[src/hdl/fd_pkg.sv]
package fd_pkg;

	localparam int num_warps = 8;
	localparam int warp_w = $clog2(num_warps);
	localparam int ib_depth = 2; // Entries per warp in the instruction buffer
	localparam int credit_w = $clog2(ib_depth + 1);
	localparam int icache_aw = 10;
	localparam int icache_words = 1 << icache_aw;
	localparam int instr_w = 32;
	localparam int pc_w = 32;
	localparam int reg_w = 5;
	localparam int imm_w = 16;

	// Instruction field layout
	localparam int op_hi = 31;
	localparam int op_lo = 26;
	localparam int dst_hi = 25;
	localparam int dst_lo = 21;
	localparam int src1_hi = 20;
	localparam int src1_lo = 16;
	localparam int src2_hi = 15;
	localparam int src2_lo = 11;
	localparam int imm_hi = 15;
	localparam int imm_lo = 0;

	typedef logic [warp_w-1:0] warp_id_t;

	typedef enum logic [5:0] {
		op_nop  = 6'h00,
		op_add  = 6'h01,
		op_sub  = 6'h02,
		op_and  = 6'h03,
		op_or   = 6'h04,
		op_addi = 6'h05,
		op_lw   = 6'h06,
		op_sw   = 6'h07,
		op_beq  = 6'h08,
		op_blt  = 6'h09,
		op_jmp  = 6'h0a,
		op_exit = 6'h0b
	} opcode_e;

	typedef enum logic [3:0] {
		alu_pass = 4'h0,
		alu_add  = 4'h1,
		alu_sub  = 4'h2,
		alu_and  = 4'h3,
		alu_or   = 4'h4,
		alu_cmp  = 4'h5
	} alu_op_e;

	typedef struct packed {
		logic valid;
		warp_id_t warp;
		logic [pc_w-1:0] pc;
	} warp_start_t;

	typedef struct packed {
		logic we;
		logic [icache_aw-1:0] addr;
		logic [instr_w-1:0] wdata;
	} fio_req_t;

	typedef struct packed {
		logic valid;
		warp_id_t warp;
		logic [pc_w-1:0] pc_plus4;
	} fetch_slot_t;

	typedef struct packed {
		logic valid;
		logic [num_warps-1:0] warp; // One-hot
		logic [instr_w-1:0] instr;
		logic [pc_w-1:0] pc_plus4;
		logic [reg_w-1:0] src1;
		logic [reg_w-1:0] src2;
		logic [reg_w-1:0] dst;
		logic [imm_w-1:0] imm;
		logic reg_write;
		logic mem_read;
		logic mem_write;
		logic src1_valid;
		logic src2_valid;
		logic imm_valid;
		alu_op_e alu_op;
		logic beq;
		logic blt;
		logic jmp;
		logic exit;
	} decoded_t;

	typedef struct packed {
		logic valid;
		warp_id_t warp;
		logic [pc_w-1:0] target;
	} redirect_t;

endpackage

[src/hdl/warp_pc.sv]
module warp_pc (
	input logic clk,
	input logic rst_n,
	input logic start,
	input logic [fd_pkg::pc_w-1:0] start_pc,
	input logic grant,
	input logic credit_in,
	input fd_pkg::redirect_t redirect,
	input logic done,
	input logic is_exit,
	output logic [fd_pkg::pc_w-1:0] pc,
	output logic eligible
);

	logic active;
	logic in_flight;
	logic [fd_pkg::credit_w-1:0] credits;

	always_ff @(posedge clk) begin
		if (!rst_n) begin
			active <= 1'b0;
			in_flight <= 1'b0;
			credits <= fd_pkg::credit_w'(fd_pkg::ib_depth);
		end else if (start) begin
			active <= 1'b1;
			in_flight <= 1'b0;
			credits <= fd_pkg::credit_w'(fd_pkg::ib_depth); // Buffer drained for a new task
		end else begin
			if (grant)
				in_flight <= 1'b1;
			else if (done) begin
				in_flight <= 1'b0;
				if (is_exit)
					active <= 1'b0;
			end
			// Return and spend in one cycle cancel
			case ({grant, credit_in})
				2'b10: credits <= credits - 1'b1;
				2'b01: credits <= credits + 1'b1;
				default: ;
			endcase
		end
	end

	always_ff @(posedge clk) begin
		if (start)
			pc <= start_pc;
		else if (redirect.valid)
			pc <= redirect.target; // JMP resolved in decode
		else if (grant)
			pc <= pc + 32'd4;
	end

	assign eligible = active && !in_flight && credits != '0;

	// Underflow wraps to a value above ib_depth
	assert property (@(posedge clk) disable iff (!rst_n)
		credits <= fd_pkg::credit_w'(fd_pkg::ib_depth))
		else $error("warp_pc: credit count out of range");

	assert property (@(posedge clk) disable iff (!rst_n) grant |-> eligible)
		else $error("warp_pc: grant to an ineligible warp");

	assert property (@(posedge clk) disable iff (!rst_n) start |-> !active)
		else $error("warp_pc: start on an active warp");

endmodule

[config.mk]
export PLATFORM = sky130hd
export DESIGN_NAME = warp_pc
export DESIGN_NICKNAME = d
export VERILOG_FILES = /design/src/hdl/fd_pkg.sv /design/src/hdl/warp_pc.sv
export SDC_FILE = /design/constraint.sdc
export NUM_CORES = 1
export LEC_CHECK = 0
export BUFFER_PORTS_ARGS = -buffer_cell sky130_fd_sc_hd__buf_2
export CAP_MARGIN = 20
export CORE_ASPECT_RATIO = 1.2
export CORE_MARGIN = 3
export CORE_UTILIZATION = 48
export CTS_BUF_LIST = sky130_fd_sc_hd__clkbuf_8
export DETAILED_ROUTE_END_ITERATION = 8
export GPL_ROUTABILITY_DRIVEN = 0
export PLACE_DENSITY_LB_ADDON = 0.05
export SYNTH_ARGS = -nofsm -noshare
export SYNTH_HDL_FRONTEND = slang
export SYNTH_SLANG_ARGS = --single-unit
[constraint.sdc]
create_clock -name clk -period 2.2 [get_ports clk]
set_input_delay 0.22 -clock clk [delete_from_list [all_inputs] [get_ports clk]]
set_output_delay 0.22 -clock clk [all_outputs]
set_load 0.005 [all_outputs]
### Word level (Yosys, flattened, before mapping)

Cells that the tools add are included.

| word-level totals | value |
|---|---|
| memories | 0 |
| input port bits | 75 |
| logic and storage cells | 32 |
| memory bits (read-only) | 0 |
| register bits | 36 |
| latch bits | 0 |
| memory bits (writable) | 0 |
| output and inout port bits | 33 |

| operators by class | value |
|---|---|
| multipliers | 0 |
| add/sub/neg operators | 3 |
| equal/unequal tests | 3 |
| muxes and demuxes | 10 |
| $lt $le $gt $ge | 0 |
| reduce and logical (&&, ||, !) cells | 11 |
| divide/modulo/power cells | 0 |
| bitwise logic cells | 1 |
| shift-type cells | 0 |

Operators by type and width:

| cell | count |
|---|---|
| two-way mux 32 bit | 3 |
| adder 32 x 3 -> 32 bit, second input constant | 1 |
| nonzero test 2 bit | 5 |
| two-way mux 1 bit | 6 |
| case mux 2 bit (2 select lines) | 1 |
| AND reduction 3 bit | 1 |
| nonzero test 3 bit | 1 |
| adder 2 x 1 -> 2 bit, second input constant | 1 |
| == test 2 x 1 -> 1 bit, second input constant | 1 |
| == test 2 bit, second input constant | 1 |
| logical AND 1 bit | 2 |
| != test 2 bit, second input constant | 1 |
| OR reduction 2 bit | 1 |
| subtractor 2 x 1 -> 2 bit, second input constant | 1 |
| zero test 1 bit | 1 |
| NOT 1 bit | 1 |

### Depth between registers and ports, before layout

| depth | value |
|---|---|
| depth after elaboration | 4 |
| depth in mapped cells | 7 |
| mapped depth without buffers | 6 |

### Worst setup path after synthesis

Ideal clock, no wire load.

| timing path | value |
|---|---|
| path kind | flip-flop to flip-flop |
| start | register pc[2] (netlist name) |
| end | register pc[12] (netlist name), data pin |
| arrival | 1.535 ns |
| stages on the path, launching flop included | 8 |
| required time | 1.936 ns |
| buffers on the path | 1 |
| slack | 0.400 ns |
| setup time | 0.264 ns |
| period minus slack after synthesis | 1.800 ns |
| cell sequence | edfxtp_1 > ha_1 > and4_1 > and2_1 > buf_2 > and3_1 > xnor2_1 > o21ai_0 |

| between the ends | value |
|---|---|
| cells in the longest elaborated chain, start to end | 4 |

Ends and longest elaborated chain:

| item | RTL line | text |
|---|---|---|
| from (decl) | warp_pc.sv:11 | `output logic [fd_pkg::pc_w-1:0] pc,` |
| from (signal assigned) | warp_pc.sv:47 | `pc <= start_pc;` |
| from (signal assigned) | warp_pc.sv:49 | `pc <= redirect.target;` |
| from (signal assigned) | warp_pc.sv:51 | `pc <= pc + 32'd4;` |
| adder 32 x 3 -> 32 bit | warp_pc.sv:51 |  |
| two-way mux 32 bit | warp_pc.sv:50 | `else if (grant)` |
| two-way mux 32 bit | warp_pc.sv:48 | `else if (redirect.valid)` |
| two-way mux 32 bit | warp_pc.sv:46 | `if (start)` |

No other way between the ends. The select of a mux whose other input is x is not followed.
A chain may end at the register's enable or synchronous reset.

### Worst setup path in the final report

| timing path | value |
|---|---|
| start | register pc[2] (netlist name) |
| end | register pc[14] (netlist name), data pin |

Same word-level chain as after synthesis.

==> summary.txt <==
Nets@finish -> 414
Startpoint types -> register
Worst-margin pin slew -> 0.490 ns
Largest net degree at the start of global routing -> 31
PwrDens -> 622 nW/um2
Top FF cell, synth -> edfxtp_1
Design area -> 3000 um2
Setup bufs post-CTS -> 0
Run status -> finished, final reports clean
Register bit count reported by yosys -> 36
WP data arrival -> 1.92 ns
GRT Util Overall -> 20.7%
Clock share of power -> 31.8%
Root Driver -> clkbuf_8
F_max -> 523 MHz
Required @ worst endpoint -> 2.21 ns
Mapped Nets -> 310
Post-Place Cell Area -> 2890 um2
Die height -> 81.9 um
Slew Limit Fails -> 0
Clock Sinks -> 36
Setup tns final -> 0 ns
Total net switching power -> 0.505 mW
Ys Warns -> 0
Initial antenna violation count -> 0
RSZ-0062 raised after global routing -> no
CTS tree -> done
Core area -> 4630 um2
Num CTS Buffers -> 5
DRT Pass-1 Iters -> 4
Fin Hold WS -> 0.132 ns
Reg power frac -> 48.6%
Ant diodes -> 0
Min Tclk post-route -> 1.91 ns
Worst min path class -> in -> reg
Cts hold-fix bufs -> 0
Total Wirelength -> 5740 um
Initial Utilization -> 49.9%
Int Power -> 1.36 mW
Comb pwr share -> 19.6%
Io pins -> 108
Total grt overflow -> 0
Die footprint -> 5680 um2
Count leader, synth -> edfxtp_1
Cells after Synth -> 233
Starting DRC count in detailed routing -> 141
Area contributors post-synth -> edfxtp_1 42%, xnor2_1 6.8%, a22oi_1 4.6%
Final HPWL DP -> 4390 um
Maxcap violations -> 0
CP Max Fanout -> 7
Vias per cell -> 5.37
Die X -> 69.3 um
Avg Cell Area, Syn -> 9.90 um2
Global-route wire length before repair -> 9370 um
Vias -> 2127
Fraction of layout cells with a size suffix above 1 -> 38.8%
PortBufs -> 104
Longest Clk Path Bufs -> 2
Worst-path clk slew -> 0.08 ns
Final setup vio count -> 0
Fin crit share -> 86.8%
Area leader, netlist -> edfxtp_1
Routed wire per std cell -> 14.5 um
Count of final hold-check violations -> 0
Ys async rst share -> 0%
Cts repair resizes -> 0
Worst Path Class, Setup -> reg -> reg
Fin Clk Skew -> 0.00612 ns
Synth cell types -> 39
Slew headroom -> 67.3%
# H-tree levels -> 2
Post-layout util -> 64.8%
Area growth syn-to-layout -> 30.0%
Synth cell count leaders -> 32 x edfxtp_1, 24 x nand2_1, 19 x o21ai_0, 18 x xnor2_1, 14 x a22oi_1
Placement row count -> 27
Switching Fraction -> 27.1%
Mapped Area -> 2310 um2
Seq/Total Area, Yosys -> 45.1%
Synth top area share -> 41.6%
Post-synth EDFFs -> 32
Pleak -> 1.26 nW
DRC viols -> 0
Clk Latency, worst-skew pair -> 0.29 ns
Antenna Nets Post-Route -> 0
Vias in the first global route -> 2038
VDD IR-drop max -> 0.431 mV
Endpoint class of the critical path -> register
-- layout by cell type, fill, tap and decap left out, drive strengths merged --
master and n:
a21boi 1, a21oi 9, a22o 2, a22oi 14, and2 3, and3 8
and4 6, buf 110, bufinv 1, clkbuf 5, clkinv 1, clkinvlp 1
dfxtp 4, edfxtp 32, ha 2, inv 5, mux2 4, mux2i 2
nand2 24, nand2b 2, nand3 12, nand4 5, nor2 10, nor2b 1
nor3 8, nor3b 1, nor4 2, o21a 1, o21ai 25, o221ai 1
o22ai 5, o31ai 1, xnor2 18, xor2 12
-- flip-flops by register name, indices dropped and copies added (netlist names) --
signal,count
credits,2
active,1
in_flight,1
pc,32
-- worst max-delay path, stage by stage (launching register included) --
cell and delay (ns):
edfxtp_1 0.42, ha_1 0.27, and4_1 0.24, and2_1 0.26
and3_1 0.23, xnor2_1 0.11, o21ai_0 0.10
-- layout make-up --
class	count	area, um2
timing repair buffer	110	566
clock buffer	5	68.8
inverter	5	18.8
multi-input combinational	179	1190
sequential	36	1040
clock inverter	3	42.5
tap	58	72.6
fill	401	1630
-- layer usage --
metal | track usage (%) | vias to the layer above | share of wire (%)
met4 | 6.25 | 0 | 1.0
met2 | 38.9 | 59 | 52
met3 | 5.75 | 8 | 6.3
met1 | 22.8 | 988 | 40
met5 | 0 | - | 0
li1 | - | 1072 | -
-- power groups by stage --
stage | registers [mW] | logic, mW | clock network [mW]
after floorplan | 0.919 | 0.186 | 0
after global placement | 0.918 | 0.363 | 0
after detailed placement | 0.920 | 0.370 | 0
after CTS | 0.906 | 0.371 | 0.605
after global routing | 0.919 | 0.416 | 0.628
final | 0.906 | 0.366 | 0.592
-- cell families after synthesis --
group,count (synthesis),share of synthesized area [%]
muxes,6,2.82
DFF,36,45.1
AOI/OAI and AO/OA,59,15.4
adders and majority gates,2,1.08
buffers and inverters,18,3.31
and+or+nand+nor,82,20.9
xor gates and xnor gates,30,11.4
-- path summary, 6_finish.rpt --
kind                          start                 endpoint  cells past startpoint  slack, ns
max                 pc[2]$_DFFE_PP_         pc[14]$_DFFE_PP_                      6       0.29
min reg2reg  in_flight$_SDFFE_PP0P_   in_flight$_SDFFE_PP0P_                      2       0.48
max reg2reg         pc[2]$_DFFE_PP_         pc[14]$_DFFE_PP_                      6       0.29
min                           rst_n  credits[1]$_SDFFE_PP1P_                      2       0.13
-- metrics by stage --
step                power, mW  worst slack, ns  std cells
global placement         1.28            0.304        388
global route             1.96           0.0871        396
floorplan                1.10            0.400        233
CTS                      1.88            0.260        396
detailed placement       1.29            0.293        388
finish                   1.86            0.289        396
Note: power is estimated with default switching activity, not from simulation.
