===== src/hdl/fd_pkg.sv =====
package fd_pkg;

	localparam int num_warps = 8;
	localparam int warp_w = $clog2(num_warps);
	localparam int ib_depth = 2; // Entries per warp in the instruction buffer
	localparam int credit_w = $clog2(ib_depth + 1);
	localparam int icache_aw = 10;
	localparam int icache_words = 1 << icache_aw;
	localparam int instr_w = 32;
	localparam int pc_w = 32;
	localparam int reg_w = 5;
	localparam int imm_w = 16;

	// Instruction field layout
	localparam int op_hi = 31;
	localparam int op_lo = 26;
	localparam int dst_hi = 25;
	localparam int dst_lo = 21;
	localparam int src1_hi = 20;
	localparam int src1_lo = 16;
	localparam int src2_hi = 15;
	localparam int src2_lo = 11;
	localparam int imm_hi = 15;
	localparam int imm_lo = 0;

	typedef logic [warp_w-1:0] warp_id_t;

	typedef enum logic [5:0] {
		op_nop  = 6'h00,
		op_add  = 6'h01,
		op_sub  = 6'h02,
		op_and  = 6'h03,
		op_or   = 6'h04,
		op_addi = 6'h05,
		op_lw   = 6'h06,
		op_sw   = 6'h07,
		op_beq  = 6'h08,
		op_blt  = 6'h09,
		op_jmp  = 6'h0a,
		op_exit = 6'h0b
	} opcode_e;

	typedef enum logic [3:0] {
		alu_pass = 4'h0,
		alu_add  = 4'h1,
		alu_sub  = 4'h2,
		alu_and  = 4'h3,
		alu_or   = 4'h4,
		alu_cmp  = 4'h5
	} alu_op_e;

	typedef struct packed {
		logic valid;
		warp_id_t warp;
		logic [pc_w-1:0] pc;
	} warp_start_t;

	typedef struct packed {
		logic we;
		logic [icache_aw-1:0] addr;
		logic [instr_w-1:0] wdata;
	} fio_req_t;

	typedef struct packed {
		logic valid;
		warp_id_t warp;
		logic [pc_w-1:0] pc_plus4;
	} fetch_slot_t;

	typedef struct packed {
		logic valid;
		logic [num_warps-1:0] warp; // One-hot
		logic [instr_w-1:0] instr;
		logic [pc_w-1:0] pc_plus4;
		logic [reg_w-1:0] src1;
		logic [reg_w-1:0] src2;
		logic [reg_w-1:0] dst;
		logic [imm_w-1:0] imm;
		logic reg_write;
		logic mem_read;
		logic mem_write;
		logic src1_valid;
		logic src2_valid;
		logic imm_valid;
		alu_op_e alu_op;
		logic beq;
		logic blt;
		logic jmp;
		logic exit;
	} decoded_t;

	typedef struct packed {
		logic valid;
		warp_id_t warp;
		logic [pc_w-1:0] target;
	} redirect_t;

endpackage


===== src/hdl/instr_decoder.sv =====
module instr_decoder (
	input fd_pkg::fetch_slot_t slot,
	input logic [fd_pkg::instr_w-1:0] instr,
	output fd_pkg::decoded_t dec,
	output fd_pkg::redirect_t redirect
);

	fd_pkg::opcode_e opcode;
	logic [fd_pkg::imm_w-1:0] imm;
	logic [fd_pkg::pc_w-1:0] offset;

	assign opcode = fd_pkg::opcode_e'(instr[fd_pkg::op_hi:fd_pkg::op_lo]);
	assign imm = instr[fd_pkg::imm_hi:fd_pkg::imm_lo];
	// Word offset, sign extended
	assign offset = {{(fd_pkg::pc_w - fd_pkg::imm_w - 2){imm[fd_pkg::imm_w-1]}}, imm, 2'b00};

	always_comb begin
		dec = '0;
		dec.valid = slot.valid;
		dec.warp[slot.warp] = slot.valid;
		dec.instr = instr;
		dec.pc_plus4 = slot.pc_plus4;
		dec.src1 = instr[fd_pkg::src1_hi:fd_pkg::src1_lo];
		dec.src2 = instr[fd_pkg::src2_hi:fd_pkg::src2_lo];
		dec.dst = instr[fd_pkg::dst_hi:fd_pkg::dst_lo];
		dec.imm = imm;
		dec.alu_op = fd_pkg::alu_pass;
		case (opcode)
			fd_pkg::op_add, fd_pkg::op_sub, fd_pkg::op_and, fd_pkg::op_or: begin
				dec.reg_write = 1'b1;
				dec.src1_valid = 1'b1;
				dec.src2_valid = 1'b1;
				case (opcode)
					fd_pkg::op_sub: dec.alu_op = fd_pkg::alu_sub;
					fd_pkg::op_and: dec.alu_op = fd_pkg::alu_and;
					fd_pkg::op_or: dec.alu_op = fd_pkg::alu_or;
					default: dec.alu_op = fd_pkg::alu_add;
				endcase
			end
			fd_pkg::op_addi, fd_pkg::op_lw: begin
				dec.reg_write = 1'b1;
				dec.src1_valid = 1'b1;
				dec.imm_valid = 1'b1;
				dec.mem_read = opcode == fd_pkg::op_lw;
				dec.alu_op = fd_pkg::alu_add; // Address add for LW
			end
			fd_pkg::op_sw: begin
				dec.mem_write = 1'b1;
				dec.src1_valid = 1'b1;
				dec.src2_valid = 1'b1; // Store data
				dec.imm_valid = 1'b1;
				dec.alu_op = fd_pkg::alu_add;
			end
			fd_pkg::op_beq, fd_pkg::op_blt: begin
				dec.src1_valid = 1'b1;
				dec.src2_valid = 1'b1;
				dec.imm_valid = 1'b1;
				dec.alu_op = fd_pkg::alu_cmp;
				dec.beq = opcode == fd_pkg::op_beq;
				dec.blt = opcode == fd_pkg::op_blt;
			end
			fd_pkg::op_jmp: begin
				dec.imm_valid = 1'b1;
				dec.jmp = 1'b1;
			end
			fd_pkg::op_exit: dec.exit = 1'b1;
			default: ; // NOP and unknown codes
		endcase
	end

	assign redirect.valid = slot.valid && dec.jmp;
	assign redirect.warp = slot.warp;
	assign redirect.target = slot.pc_plus4 + offset;

endmodule


===== config.mk =====
export PLATFORM = sky130hd
export DESIGN_NAME = instr_decoder
export DESIGN_NICKNAME = d
export VERILOG_FILES = /design/src/hdl/fd_pkg.sv /design/src/hdl/instr_decoder.sv
export SDC_FILE = /design/constraint.sdc
export NUM_CORES = 1
export LEC_CHECK = 0
export BUFFER_PORTS_ARGS = -buffer_cell sky130_fd_sc_hd__buf_2
export CORE_ASPECT_RATIO = 0.6
export CORE_MARGIN = 8
export CORE_UTILIZATION = 46
export DETAILED_ROUTE_END_ITERATION = 8
export GPL_TIMING_DRIVEN = 0
export PLACE_DENSITY = 0.91
export REMOVE_ABC_BUFFERS = 1
export SYNTH_ARGS = -nofsm -noshare
export SYNTH_HDL_FRONTEND = slang
export SYNTH_SLANG_ARGS = --single-unit

===== constraint.sdc =====
create_clock -name vclk -period 3.27
set_input_delay 0.327 -clock vclk [all_inputs]
set_output_delay 0.327 -clock vclk [all_outputs]
set_load 0.01 [all_outputs]

# Word-level counts from Yosys, hierarchy flattened
# Cells that the tools add are included.
[totals]
register_bits = 0
in_bits = 68
out_inout_bits = 154
word_cells = 38
[classes]
n_addsub = 1
order_cmp = 2
eq_ne = 11
mux = 13
bitwise_logic = 1
n_reduce_logical = 10
[ops]
columns = ["operator", "n"]
rows = [
  ["$add 32x32->32", 1],
  ["$eq 6x3->1 const B", 4],
  ["$eq 6x4->1 const B", 4],
  ["$eq 6x2->1 const B", 2],
  ["$pmux 4 s3", 1],
  ["$reduce_or 6->1", 2],
  ["$mux 1", 9],
  ["$pmux 3 s3", 1],
  ["$reduce_or 9->1", 1],
  ["$and 8x8->8", 1],
  ["$reduce_or 7->1", 1],
  ["$eq 6x1->1 const B", 1],
  ["$lt 3x4->1 const B", 1],
  ["$reduce_or 2->1", 2],
  ["$reduce_or 4->1", 1],
  ["$demux 1 s3", 1],
  ["$ge 3x1->1 const B", 1],
  ["$reduce_or 3->1", 1],
  ["$logic_and 1x1->1", 2],
  ["$mux 2", 1],
]

# Logic depth before layout (Yosys ltp)
[depth]
depth_word = 5
depth_mapped = 9
mapped_depth_nobuf = 9

# Least setup slack after synthesis
# No wires, ideal clock.
[synth_path]
path_type = "input-to-output"
from = "in slot[2] (netlist bit)"
to = "out redirect[28] (netlist bit)"
arrival_time_ns = 2.140
t_required_ns = 2.943
setup_slack_ns = 0.803
path_stages = 9
path_buffers = 0
path_cell_list = "ha_1 inv_1 fa_1 nand2b_1 a21oi_1 o21ai_1 o22ai_1 a2111oi_0 a311oi_1"
[synth_lines]
columns = ["element", "line", "source"]
rows = [
  ["start, declared", "instr_decoder.sv:2", "input fd_pkg::fetch_slot_t slot,"],
  ["end, declared", "instr_decoder.sv:5", "output fd_pkg::redirect_t redirect"],
]

==> impl_results.rst <==
.. list-table::
   :header-rows: 1

   * - Metric
     - Value
   * - Post-CTS Setup Bufs
     - 0
   * - Total count of max-transition violations in the final report
     - 0
   * - Dominant combinational cell family by area after synthesis
     - buffers and inverters
   * - Achievable Freq
     - 339 MHz
   * - Highest net fanout along the worst path
     - 18
   * - Final estimated routing congestion in global placement
     - 0.900
   * - Total congestion overflow after global routing
     - 0
   * - Layout cells sized above 1
     - 0.407
   * - Adder-Cell Fraction of Synth Area
     - 0.131
   * - Worst hold path type
     - in2out
   * - Horiz. Die Dim
     - 119 microns
   * - Largest stage delay on the critical path
     - 0.41 ns
   * - Power share of the clock group
     - 0
   * - Number of detailed-routing iterations run before antenna repair
     - 5
   * - Detail Route Antenna Nets
     - 0
   * - Avg Inst Size Synth
     - 6.81 sq um
   * - Kind of capture point of the worst setup path
     - primary output
   * - Internal portion of total power
     - 0.280 mW
   * - Maximum number of pins on one net before global-route repair
     - 19
   * - Final count of hold timing violations
     - 0
   * - Relative contribution of combinational cells to total power
     - 1.000
   * - FF+latch area
     - 0 sq um
   * - Count of sequential standard cells
     - 0
   * - Total instance count after detailed placement
     - 575
   * - Unrepaired setup endpoints after global routing
     - false
   * - Count of clock-net buffers in the final layout
     - 0
   * - Vert. Die Dim
     - 77.6 microns
   * - Cell with the largest stage delay on the worst path
     - sky130_fd_sc_hd__ha_1
   * - Vias in the first global route
     - 2,972
   * - Total length of routed wires
     - 10,200 microns
   * - Most frequent cells in the layout
     - 185 x sky130_fd_sc_hd__buf_2, 37 x sky130_fd_sc_hd__nor2_1, 31 x sky130_fd_sc_hd__nand2_1
   * - Worst-case setup slack after placement
     - 0.357 ns
   * - Final net count
     - 591
   * - IR drop worst, VDD
     - 0.000118 V
   * - Kind of start point of the critical path
     - primary input
   * - Mapped cell area
     - 2910 sq um
   * - Vias
     - 3,253
   * - First-pass GRT wire length
     - 15,500 microns
   * - Detailed Route Iter0 Violations
     - 256
   * - Post_cts resized
     - 0
   * - Final Worst Setup Slack
     - 0.323 ns
   * - Leading post-synthesis cells by cell area
     - sky130_fd_sc_hd__buf_4 26%, sky130_fd_sc_hd__ha_1 12%, sky130_fd_sc_hd__a21oi_1 5.2%, sky130_fd_sc_hd__xnor2_1 5.1%, sky130_fd_sc_hd__nor2_1 4.8%
   * - Synthesized-area fraction occupied by and/or/nand/nor cells
     - 0.229
   * - Slew margin rel.
     - 0.652
   * - Actual slew at the worst max-slew pin
     - 0.522 ns
   * - Number of placement rows
     - 22
   * - Fraction of synthesized cell area taken by the top area cell type
     - 0.263
   * - # diodes
     - 0
   * - Synthesized instance count
     - 428
   * - Die area
     - 9220 sq um
   * - Switching power
     - 0.412 mW
   * - Buffers added on ports
     - 185
   * - Part of the power in registers
     - 0
   * - Cells traversed along the worst timing path
     - buf_2 -> ha_1 -> a21oi_1 -> o21ai_1 -> nor2b_1 -> nor3b_2 -> nand2_1 -> o311ai_2 -> buf_2
   * - Commonest non-fill, non-tap cell in the layout
     - sky130_fd_sc_hd__buf_2
   * - Setup TNS
     - 0 ns
   * - Leakage
     - 1.61 nW
   * - Outcome
     - completed
   * - Vias per cell
     - 5.66
   * - CP Data Arrival Time
     - 2.62 ns
   * - CP most frequent cell
     - sky130_fd_sc_hd__buf_2
   * - Ratio of final minimum period to clock period
     - 0.901
   * - Pwr Density
     - 224 nW/um^2
   * - Seq/Total Area, Yosys
     - 0
   * - YS warnings
     - 0
   * - Required time at the worst-slack endpoint
     - 2.94 ns
   * - Distinct cell type count of the synthesized netlist
     - 58
   * - Hold buffer count at CTS
     - 0
   * - DRC violation count after routing
     - 0
   * - Post-synthesis compound-gate area fraction
     - 0.247
   * - Number of antenna violations at the first check in global routing
     - 0
   * - WL per Instance
     - 17.7 microns
   * - Startpoint-to-endpoint class of the critical path
     - in2out
   * - Switch share
     - 0.596
   * - HPWL after DPL
     - 8890 microns
   * - Core area
     - 6110 sq um
   * - Non-Filler Instances
     - 575
   * - Post-layout min period
     - 2.95 ns
   * - Max-cap violation count
     - 0
   * - Count of final setup violators
     - 0
   * - Share of cell area taken by muxes after synthesis
     - 0.00773
   * - Area growth from synthesis to layout
     - 6.23%
   * - Share of the synthesized netlist area taken by xor and xnor gates
     - 0.0752
   * - Cell type with the largest total area after synthesis
     - sky130_fd_sc_hd__buf_4
   * - Initial core utilization
     - 0.477
   * - IO Count
     - 222
   * - Total global routing track utilization
     - 0.194
critical path: cells and delay by family:
family	cells	cell delay, ns
compound gates	3	0.75
simple gates	3	0.66
buf+inv	2	0.48
fa+ha+maj	1	0.41
Yosys cell counts, drive strengths merged, types with 2 or more instances:
library cell / count
a2111oi: 4
a211oi: 5
a21o: 7
a21oi: 33
a311oi: 3
a31oi: 3
and2: 3
and3: 3
buf: 107
clkbuf: 15
ha: 29
inv: 13
mux2: 2
nand2: 31
nand2b: 10
nand3: 10
nand4: 8
nor2: 37
nor2b: 5
nor3: 16
nor3b: 3
nor4: 3
o211a: 2
o211ai: 4
o21a: 5
o21ai: 16
o21bai: 2
o22ai: 2
o31ai: 5
or2: 2
xnor2: 17
xor2: 8
final cells by class:
| type | count | area [sq um] |
|---|---|---|
| Inverter | 13 | 48.8 |
| Tap cell | 84 | 105 |
| Multi-Input combinational cell | 293 | 2010 |
| Timing Repair Buffer | 185 | 926 |
| Fill cell | 627 | 3020 |
kinds of logic (layout without fill, tap and decap cells):
| group | Yosys count | in the layout |
|---|---|---|
| other | 1 | 1 |
| AOI/OAI and AO/OA | 101 | 101 |
| buffers and inverters | 135 | 198 |
| adders and majority gates | 30 | 30 |
| xor gates and xnor gates | 25 | 25 |
| and+or+nand+nor | 134 | 134 |
| muxes | 2 | 2 |
metrics by stage:
step | hold WS [ns] | power, mW | instance area, sq um | util
floorplan | 0.654 | 0.380 | 2060 | -
global placement | 0.654 | 0.666 | 3090 | 0.506
detailed placement | 0.654 | 0.685 | 3090 | 0.506
CTS | 0.654 | 0.688 | 3090 | 0.506
global route | 0.654 | 0.748 | 3090 | 0.506
finish | 0.654 | 0.692 | 3090 | 0.506
worst paths after layout:
path                      start           end  slack, ns  cells past startpoint
worst max-delay path  instr[15]  redirect[27]       0.32                      9
worst min-delay path  instr[17]       dec[94]       0.65                      0
metal layers:
metal  up-vias  part of all wire  global-route usage
met3        10              0.15               0.104
met2       224              0.44               0.307
li1       1538                 -                   -
met1      1479              0.39               0.235
met5         -            0.0085              0.0677
met4         2            0.0040             0.00753
power groups by stage:
| stage | Clock (mW) | Sequential (mW) | Combinational (mW) |
|---|---|---|---|
| floorplan | 0 | 0 | 0.380 |
| global placement | 0 | 0 | 0.666 |
| detailed placement | 0 | 0 | 0.685 |
| CTS | 0 | 0 | 0.688 |
| global route | 0 | 0 | 0.748 |
| finish | 0 | 0 | 0.692 |
No activity file was read; power rests on OpenSTA's default activity.
