$ cat src/hdl/fd_pkg.sv
package fd_pkg;

	localparam int num_warps = 8;
	localparam int warp_w = $clog2(num_warps);
	localparam int ib_depth = 2; // Entries per warp in the instruction buffer
	localparam int credit_w = $clog2(ib_depth + 1);
	localparam int icache_aw = 10;
	localparam int icache_words = 1 << icache_aw;
	localparam int instr_w = 32;
	localparam int pc_w = 32;
	localparam int reg_w = 5;
	localparam int imm_w = 16;

	// Instruction field layout
	localparam int op_hi = 31;
	localparam int op_lo = 26;
	localparam int dst_hi = 25;
	localparam int dst_lo = 21;
	localparam int src1_hi = 20;
	localparam int src1_lo = 16;
	localparam int src2_hi = 15;
	localparam int src2_lo = 11;
	localparam int imm_hi = 15;
	localparam int imm_lo = 0;

	typedef logic [warp_w-1:0] warp_id_t;

	typedef enum logic [5:0] {
		op_nop  = 6'h00,
		op_add  = 6'h01,
		op_sub  = 6'h02,
		op_and  = 6'h03,
		op_or   = 6'h04,
		op_addi = 6'h05,
		op_lw   = 6'h06,
		op_sw   = 6'h07,
		op_beq  = 6'h08,
		op_blt  = 6'h09,
		op_jmp  = 6'h0a,
		op_exit = 6'h0b
	} opcode_e;

	typedef enum logic [3:0] {
		alu_pass = 4'h0,
		alu_add  = 4'h1,
		alu_sub  = 4'h2,
		alu_and  = 4'h3,
		alu_or   = 4'h4,
		alu_cmp  = 4'h5
	} alu_op_e;

	typedef struct packed {
		logic valid;
		warp_id_t warp;
		logic [pc_w-1:0] pc;
	} warp_start_t;

	typedef struct packed {
		logic we;
		logic [icache_aw-1:0] addr;
		logic [instr_w-1:0] wdata;
	} fio_req_t;

	typedef struct packed {
		logic valid;
		warp_id_t warp;
		logic [pc_w-1:0] pc_plus4;
	} fetch_slot_t;

	typedef struct packed {
		logic valid;
		logic [num_warps-1:0] warp; // One-hot
		logic [instr_w-1:0] instr;
		logic [pc_w-1:0] pc_plus4;
		logic [reg_w-1:0] src1;
		logic [reg_w-1:0] src2;
		logic [reg_w-1:0] dst;
		logic [imm_w-1:0] imm;
		logic reg_write;
		logic mem_read;
		logic mem_write;
		logic src1_valid;
		logic src2_valid;
		logic imm_valid;
		alu_op_e alu_op;
		logic beq;
		logic blt;
		logic jmp;
		logic exit;
	} decoded_t;

	typedef struct packed {
		logic valid;
		warp_id_t warp;
		logic [pc_w-1:0] target;
	} redirect_t;

endpackage

$ cat src/hdl/dual_grant_arbiter.sv
module dual_grant_arbiter (
	input logic clk,
	input logic rst_n,
	input logic [fd_pkg::num_warps-1:0] eligible,
	output logic [fd_pkg::num_warps-1:0] grant0,
	output logic [fd_pkg::num_warps-1:0] grant1
);

	logic [fd_pkg::num_warps-1:0] rotated;
	fd_pkg::warp_id_t ptr;
	fd_pkg::warp_id_t off0;
	fd_pkg::warp_id_t off1;
	fd_pkg::warp_id_t win0;
	fd_pkg::warp_id_t win1;
	logic found0;
	logic found1;

	// Bit 0 of rotated is the warp at the pointer
	assign rotated = (eligible >> ptr) | (eligible << (fd_pkg::num_warps - ptr));

	always_comb begin
		found0 = 1'b0;
		found1 = 1'b0;
		off0 = '0;
		off1 = '0;
		for (int i = 0; i < fd_pkg::num_warps; i++) begin
			if (rotated[i]) begin
				if (!found0) begin
					found0 = 1'b1;
					off0 = fd_pkg::warp_id_t'(i);
				end else if (!found1) begin
					found1 = 1'b1;
					off1 = fd_pkg::warp_id_t'(i);
				end
			end
		end
	end

	// Offsets back to absolute warp numbers modulo num_warps
	assign win0 = ptr + off0;
	assign win1 = ptr + off1;

	always_comb begin
		grant0 = '0;
		grant1 = '0;
		grant0[win0] = found0;
		grant1[win1] = found1;
	end

	always_ff @(posedge clk) begin
		if (!rst_n)
			ptr <= '0;
		else if (found1)
			ptr <= win1 + 1'b1;
		else if (found0)
			ptr <= win0 + 1'b1;
	end

	assert property (@(posedge clk) disable iff (!rst_n) (grant0 & grant1) == '0)
		else $error("dual_grant_arbiter: overlapping grants");

endmodule

$ cat config.mk
export PLATFORM = sky130hd
export DESIGN_NAME = dual_grant_arbiter
export DESIGN_NICKNAME = d
export VERILOG_FILES = /design/src/hdl/fd_pkg.sv /design/src/hdl/dual_grant_arbiter.sv
export SDC_FILE = /design/constraint.sdc
export NUM_CORES = 1
export LEC_CHECK = 0
export ABC_CLOCK_PERIOD_IN_PS = 7240
export BUFFER_PORTS_ARGS = -buffer_cell sky130_fd_sc_hd__buf_2
export CORE_UTILIZATION = 55
export DETAILED_ROUTE_END_ITERATION = 7
export PLACE_DENSITY = 0.78
export SYNTH_ARGS = -nofsm -noshare
export SYNTH_HDL_FRONTEND = slang
export SYNTH_SLANG_ARGS = --single-unit
export TNS_END_PERCENT = 5
$ cat constraint.sdc
create_clock -name clk -period 7.24 [get_ports clk]
set_input_delay 1.448 -clock clk [delete_from_list [all_inputs] [get_ports clk]]
set_output_delay 1.448 -clock clk [all_outputs]
set_load 0.005 [all_outputs]
[After elaboration in Yosys (flattened, before gate mapping)]
Cells that the tools add are included.
Storage, ports and cells
  output and inout bits: 16
  register bits: 3
  input bits: 10
Cells by class
  bitwise operators: 3
  $lt $le $gt $ge: 4
  shift operators: 2
  reductions and logical operators: 3
  add/subtract/negate cells: 5
  muxes and demuxes: 62
Operators by type and width (number)
  $mux 3: 32
  $shl 8x32->8: 1
  $mux 1: 28
  $and 8x8->8: 2
  $lt 3x4->1 const B: 2
  $or 8x8->8: 1
  $shr 8x3->8: 1
  $add 3x1->3 const B: 2
  $add 3x3->3: 2
  $demux 1 s3: 2
  $ge 3x1->1 const B: 2
  $sub 4x3->5 const A: 1
  $logic_and 1x1->1: 2
  $reduce_bool 2->1: 1

[Longest topological paths before layout]
  word-level depth: 30
  depth in mapped cells: 26
  depth with buffers taken out: 22

[Worst setup path after synthesis]
No wires, ideal clock.
  kind: input to output
  start: input port eligible[6] (netlist name)
  end: output port grant1[6] (netlist name)
  arrival time: 4.930 ns
  slack: 0.862 ns
  buffers on the path: 1
  required time: 5.792 ns
  stages: 22
  path through: mux2_2 -> mux2i_1 -> inv_1 -> nand2_1 -> o221ai_1 -> inv_1 -> ha_1 -> buf_4 -> nor2b_1 -> o2111a_1 -> a21oi_2 -> inv_1 -> o211ai_1 -> a32oi_1 -> ha_1 -> inv_1 -> fa_1 -> xnor2_1 -> and2_1 -> a32oi_1 -> nand2_1 -> nor4_1
Between the ends
  word-level cells in the longest chain between the ends: 29
  elaborated cells between the ends (all ways): 51
RTL lines
  from (decl): line dual_grant_arbiter.sv:4  | input logic [fd_pkg::num_warps-1:0] eligible,
  $shl 8x32->8 or $shr 8x3->8 (tied branches): line dual_grant_arbiter.sv:19  | assign rotated = (eligible >> ptr) | (eligible << (fd_pkg::num_warps - ptr));
  $or 8x8->8 (*): line dual_grant_arbiter.sv:19
  $mux 1: line dual_grant_arbiter.sv:27  | if (rotated[i]) begin
  $mux 1: line dual_grant_arbiter.sv:28  | if (!found0) begin
  $mux 1: line dual_grant_arbiter.sv:27
  $mux 3: line dual_grant_arbiter.sv:31  | end else if (!found1) begin
  $mux 3: line dual_grant_arbiter.sv:28
  $mux 3: line dual_grant_arbiter.sv:27
  (+13 left out)
  $mux 3: line dual_grant_arbiter.sv:28
  $mux 3: line dual_grant_arbiter.sv:27
  $add 3x3->3: line dual_grant_arbiter.sv:41  | assign win1 = ptr + off1;
  $lt 3x4->1 (implied by the code) or $ge 3x1->1 (tied branches): line dual_grant_arbiter.sv:47  | grant1[win1] = found1;
  $logic_and 1x1->1 (implied by the code): line dual_grant_arbiter.sv:47
  $mux 1 (implied by the code): line dual_grant_arbiter.sv:47
  $demux 1 s3: line dual_grant_arbiter.sv:47
  $and 8x8->8 (no source line) (*)
  to (decl): line dual_grant_arbiter.sv:6  | output logic [fd_pkg::num_warps-1:0] grant1
Every way passes the cells marked *; elsewhere a longest branch is shown, timed or not.

[Worst setup path after layout]
Ends and elaborated chain as after synthesis.

==> metrics.log <==
INFO  metric global_router_s_overall_resource_usage = 0.247
INFO  metric fp.dieW = 56.1 um
INFO  metric grt_pass1_wl = 6.41 mm
INFO  metric critical_path.endpoint_type = output port
INFO  metric max_slew_headroom = 0.477
INFO  metric layout_commonest_cell = sky130_fd_sc_hd__buf_2
INFO  metric wp_data_required = 5.79 ns
INFO  metric critical_path.startpoint_type = primary input
INFO  metric yosys-top-cells-area = sky130_fd_sc_hd__mux4_2 8.4%, sky130_fd_sc_hd__ha_1 6.2%, sky130_fd_sc_hd__nor2_1 5.4%, sky130_fd_sc_hd__mux2i_1 4.4%, sky130_fd_sc_hd__dfxtp_1 3.7%
INFO  metric start_util = 0.584
INFO  metric routedWlPerCell = 14.7 um
INFO  metric netlist-cell-type-count = 68
INFO  metric clock_sink_count = 3
INFO  metric core_area = 2760 um^2
INFO  metric rows = 19
INFO  metric synthesis.instances = 209
INFO  metric post-synth-top-area-fraction = 0.0839
INFO  metric yosys-mux-area-fraction = 0.165
INFO  metric timing.hold.worst.start = ptr[0]
INFO  metric flip_flop_and_latch_count_after_synthesis = 3
INFO  metric max_cap_check_violation_count = 0
INFO  metric ant_cells = 0
INFO  metric port_buffer_count = 25
INFO  metric hpwl = 2.91 mm
INFO  metric crit_type = primary input to output port
INFO  metric synth-compound-area-share = 0.267
INFO  metric top_level_ports = 26
INFO  metric final_period_minus_worst_setup_slack = 6.95 ns
INFO  metric worst_slew_pin_tran = 0.783 ns
INFO  metric clock_skew = 0.00464 ns
INFO  metric cts.reportedPaths.clkPinSlew = 0.03 ns
INFO  metric dieArea = 3150 um^2
INFO  metric globalRoute.totalOverflow = 0
INFO  metric final.setup.tns = 0 ns
INFO  metric report.final.setup_viol = 0
INFO  metric biggestRegsByFlops = ptr: 3 flops
INFO  metric yosysTopAreaCell = sky130_fd_sc_hd__mux4_2
INFO  metric clk-insertion-delay-late = 0.23 ns
INFO  metric route.vias.total = 1661
INFO  metric antenna_left = 0
INFO  metric grt_pass1_vias = 1389
INFO  metric numCtsBuffers = 3
INFO  metric htree_num_levels = 1
INFO  metric postSynth.topFlopCell = sky130_fd_sc_hd__dfxtp_1
INFO  metric fin_cells = 259
INFO  metric synth_fa_ha_area_frac = 0.100
INFO  metric hold_path_class = flop to flop
INFO  metric path_max_fanout = 5
INFO  metric critical_path.reg2reg.startpoint = ptr[1]
INFO  metric synth-async-reset-ratio = 0
INFO  metric initialDrtViolationCount = 98
INFO  metric finish.net_count = 249
INFO  metric router_iterations_before_antenna_repair = 4
INFO  metric post_synth_and_or_nand_nor_area_fraction = 0.329
INFO  metric synth_warnings = 0
INFO  metric mostFrequentLayoutCells = 25 x sky130_fd_sc_hd__buf_2, 23 x sky130_fd_sc_hd__nor2_1, 15 x sky130_fd_sc_hd__nand2_1
INFO  metric largest-register = ptr
INFO  metric total_cell_area_at_the_placement_stage = 1700 um^2
INFO  metric dp.cells = 255
INFO  metric outcome = finished clean
INFO  metric height_of_the_die = 56.1 um
INFO  metric tritoncts = yes
INFO  metric worst-endpoint-arrival = 5.51 ns
INFO  metric via_per_inst = 6.41
INFO  metric synth_xor_area_frac = 0.0272
INFO  metric finish.utilization = 0.637
INFO  metric worst-r2r-setup-slack = 1.82 ns
INFO  metric max_freq = 144 MHz
INFO  metric synth.yosys.seq_area_share = 0.0373
INFO  metric largest_register_ff_count = 3
INFO  metric finalHoldViolations = 0
INFO  metric dominant_combinational_cell_family_by_area_after_synthesis = simple AND/OR/NAND/NOR gates
INFO  metric synth.cell_area = 1610 um^2
INFO  metric synthesis.nets = 229
INFO  metric postSynthAreaPerCell = 7.70 um^2
INFO  metric timing_max_transition_violations_final = 0
INFO  metric final_layout_size_suffix_gt1_frac = 0.285
INFO  metric grt_max_degree = 24
INFO  metric post_cts_setup_buffer_count = 0
INFO  metric setup.worst_path.start = eligible[6]
INFO  metric antenna_found_initial = 0
INFO  metric drc_errors = 0
INFO  metric cts-root-buf = sky130_fd_sc_hd__clkbuf_4
INFO  metric drt-total-wl = 3.82 mm
INFO  metric synth_edf_count = 0
INFO  metric routabilityCongestion = 0.871
INFO  metric post-route-cell-area = 1760 um^2
INFO  metric fin_crit_sh = 0.961
INFO  metric cts_buffer_depth = 2
INFO  metric syn_to_final_growth = 9.01%
-- path summary, 6_finish.rpt --
path | cells past startpoint | endpoint
max | 22 | grant1[6]
min | 3 | ptr[0]
max reg2reg | 20 | ptr[2]
min reg2reg | 3 | ptr[0]
-- synth_stat cells (2+ instances only) --
cell / count
sky130_fd_sc_hd__a211oi_1: 2
sky130_fd_sc_hd__a21boi_1: 2
sky130_fd_sc_hd__a21oi_1: 10
sky130_fd_sc_hd__a32oi_1: 3
sky130_fd_sc_hd__and2_1: 4
sky130_fd_sc_hd__and3_1: 2
sky130_fd_sc_hd__buf_2: 3
sky130_fd_sc_hd__buf_4: 2
sky130_fd_sc_hd__buf_6: 4
sky130_fd_sc_hd__clkbuf_1: 2
sky130_fd_sc_hd__dfxtp_1: 3
sky130_fd_sc_hd__fa_1: 2
sky130_fd_sc_hd__ha_1: 8
sky130_fd_sc_hd__inv_1: 9
sky130_fd_sc_hd__mux2_2: 4
sky130_fd_sc_hd__mux2i_1: 7
sky130_fd_sc_hd__mux4_2: 6
sky130_fd_sc_hd__nand2_1: 15
sky130_fd_sc_hd__nand2b_1: 3
sky130_fd_sc_hd__nand3_1: 9
sky130_fd_sc_hd__nand3b_1: 2
sky130_fd_sc_hd__nor2_1: 23
sky130_fd_sc_hd__nor2b_1: 7
sky130_fd_sc_hd__nor3_1: 10
sky130_fd_sc_hd__nor3_2: 3
sky130_fd_sc_hd__nor3b_1: 2
sky130_fd_sc_hd__o211a_1: 2
sky130_fd_sc_hd__o211ai_1: 6
sky130_fd_sc_hd__o21ai_0: 9
sky130_fd_sc_hd__o21bai_1: 3
sky130_fd_sc_hd__or2_2: 2
sky130_fd_sc_hd__xnor2_1: 2
sky130_fd_sc_hd__xor2_1: 3
-- critical path, cell delays in order --
cell                       delay [ns]
sky130_fd_sc_hd__buf_2           0.12
sky130_fd_sc_hd__mux2_2          0.29
sky130_fd_sc_hd__mux2i_2         0.20
sky130_fd_sc_hd__inv_1           0.06
sky130_fd_sc_hd__nand2_1         0.06
sky130_fd_sc_hd__o221ai_1        0.22
sky130_fd_sc_hd__ha_2            0.31
sky130_fd_sc_hd__a211oi_4        0.22
sky130_fd_sc_hd__and2_1          0.23
sky130_fd_sc_hd__nand2_1         0.06
sky130_fd_sc_hd__a21oi_1         0.19
sky130_fd_sc_hd__o21ai_0         0.13
sky130_fd_sc_hd__a32oi_1         0.17
sky130_fd_sc_hd__ha_1            0.16
sky130_fd_sc_hd__inv_1           0.05
sky130_fd_sc_hd__fa_1            0.40
sky130_fd_sc_hd__xnor2_1         0.18
sky130_fd_sc_hd__and2_1          0.22
sky130_fd_sc_hd__a32oi_2         0.28
sky130_fd_sc_hd__nand2_1         0.17
sky130_fd_sc_hd__nor4_1          0.18
sky130_fd_sc_hd__buf_2           0.15
-- cell type report --
class,count,area (um^2)
Clock buffer,4,26.3
Fill cell,231,1000
Inverter,9,33.8
Multi-Input combinational cell,185,1460
Sequential cell,3,60.1
Tap cell,31,38.8
Timing Repair Buffer,27,140
-- layer usage --
| layer | GRT usage | up-vias | routed length [um] |
|---|---|---|---|
| met2 | 0.367 | 50 | 1680 |
| met1 | 0.389 | 790 | 1970 |
| met3 | 0.0256 | 0 | 164 |
| met4 | 0.0314 | 0 | 0 |
| met5 | 0 | - | 0 |
| li1 | - | 821 | - |
-- per-stage QoR --
stage | hold slack (ns) | setup WS [ns]
2_1_floorplan | 0.768 | 0.862
3_3_place_gp | 0.700 | 0.231
3_5_place_dp | 0.702 | 0.218
4_1_cts | 0.708 | 0.209
5_1_grt | 0.736 | -0.0296
6_report | 0.699 | 0.286
-- logic make-up after synthesis --
group                    after synthesis
AO/OA/AOI/OAI                         54
XOR/XNOR                               5
adder cells (fa/ha/maj)               12
buffers and inverters                 21
flip-flops                             3
multiplexers                          18
AND/OR/NAND/NOR                       96
-- timing repair --
action                                  in CTS  in global routing
hold endpoints to repair                     0                  0
hold buffers                                 0                  0
resized for setup                            0                  6
endpoints found under the setup margin       0                  8
Power is left out: the tool's default activity adds up to more than one toggle a clock period on the data nets, which glitch-free logic cannot reach.
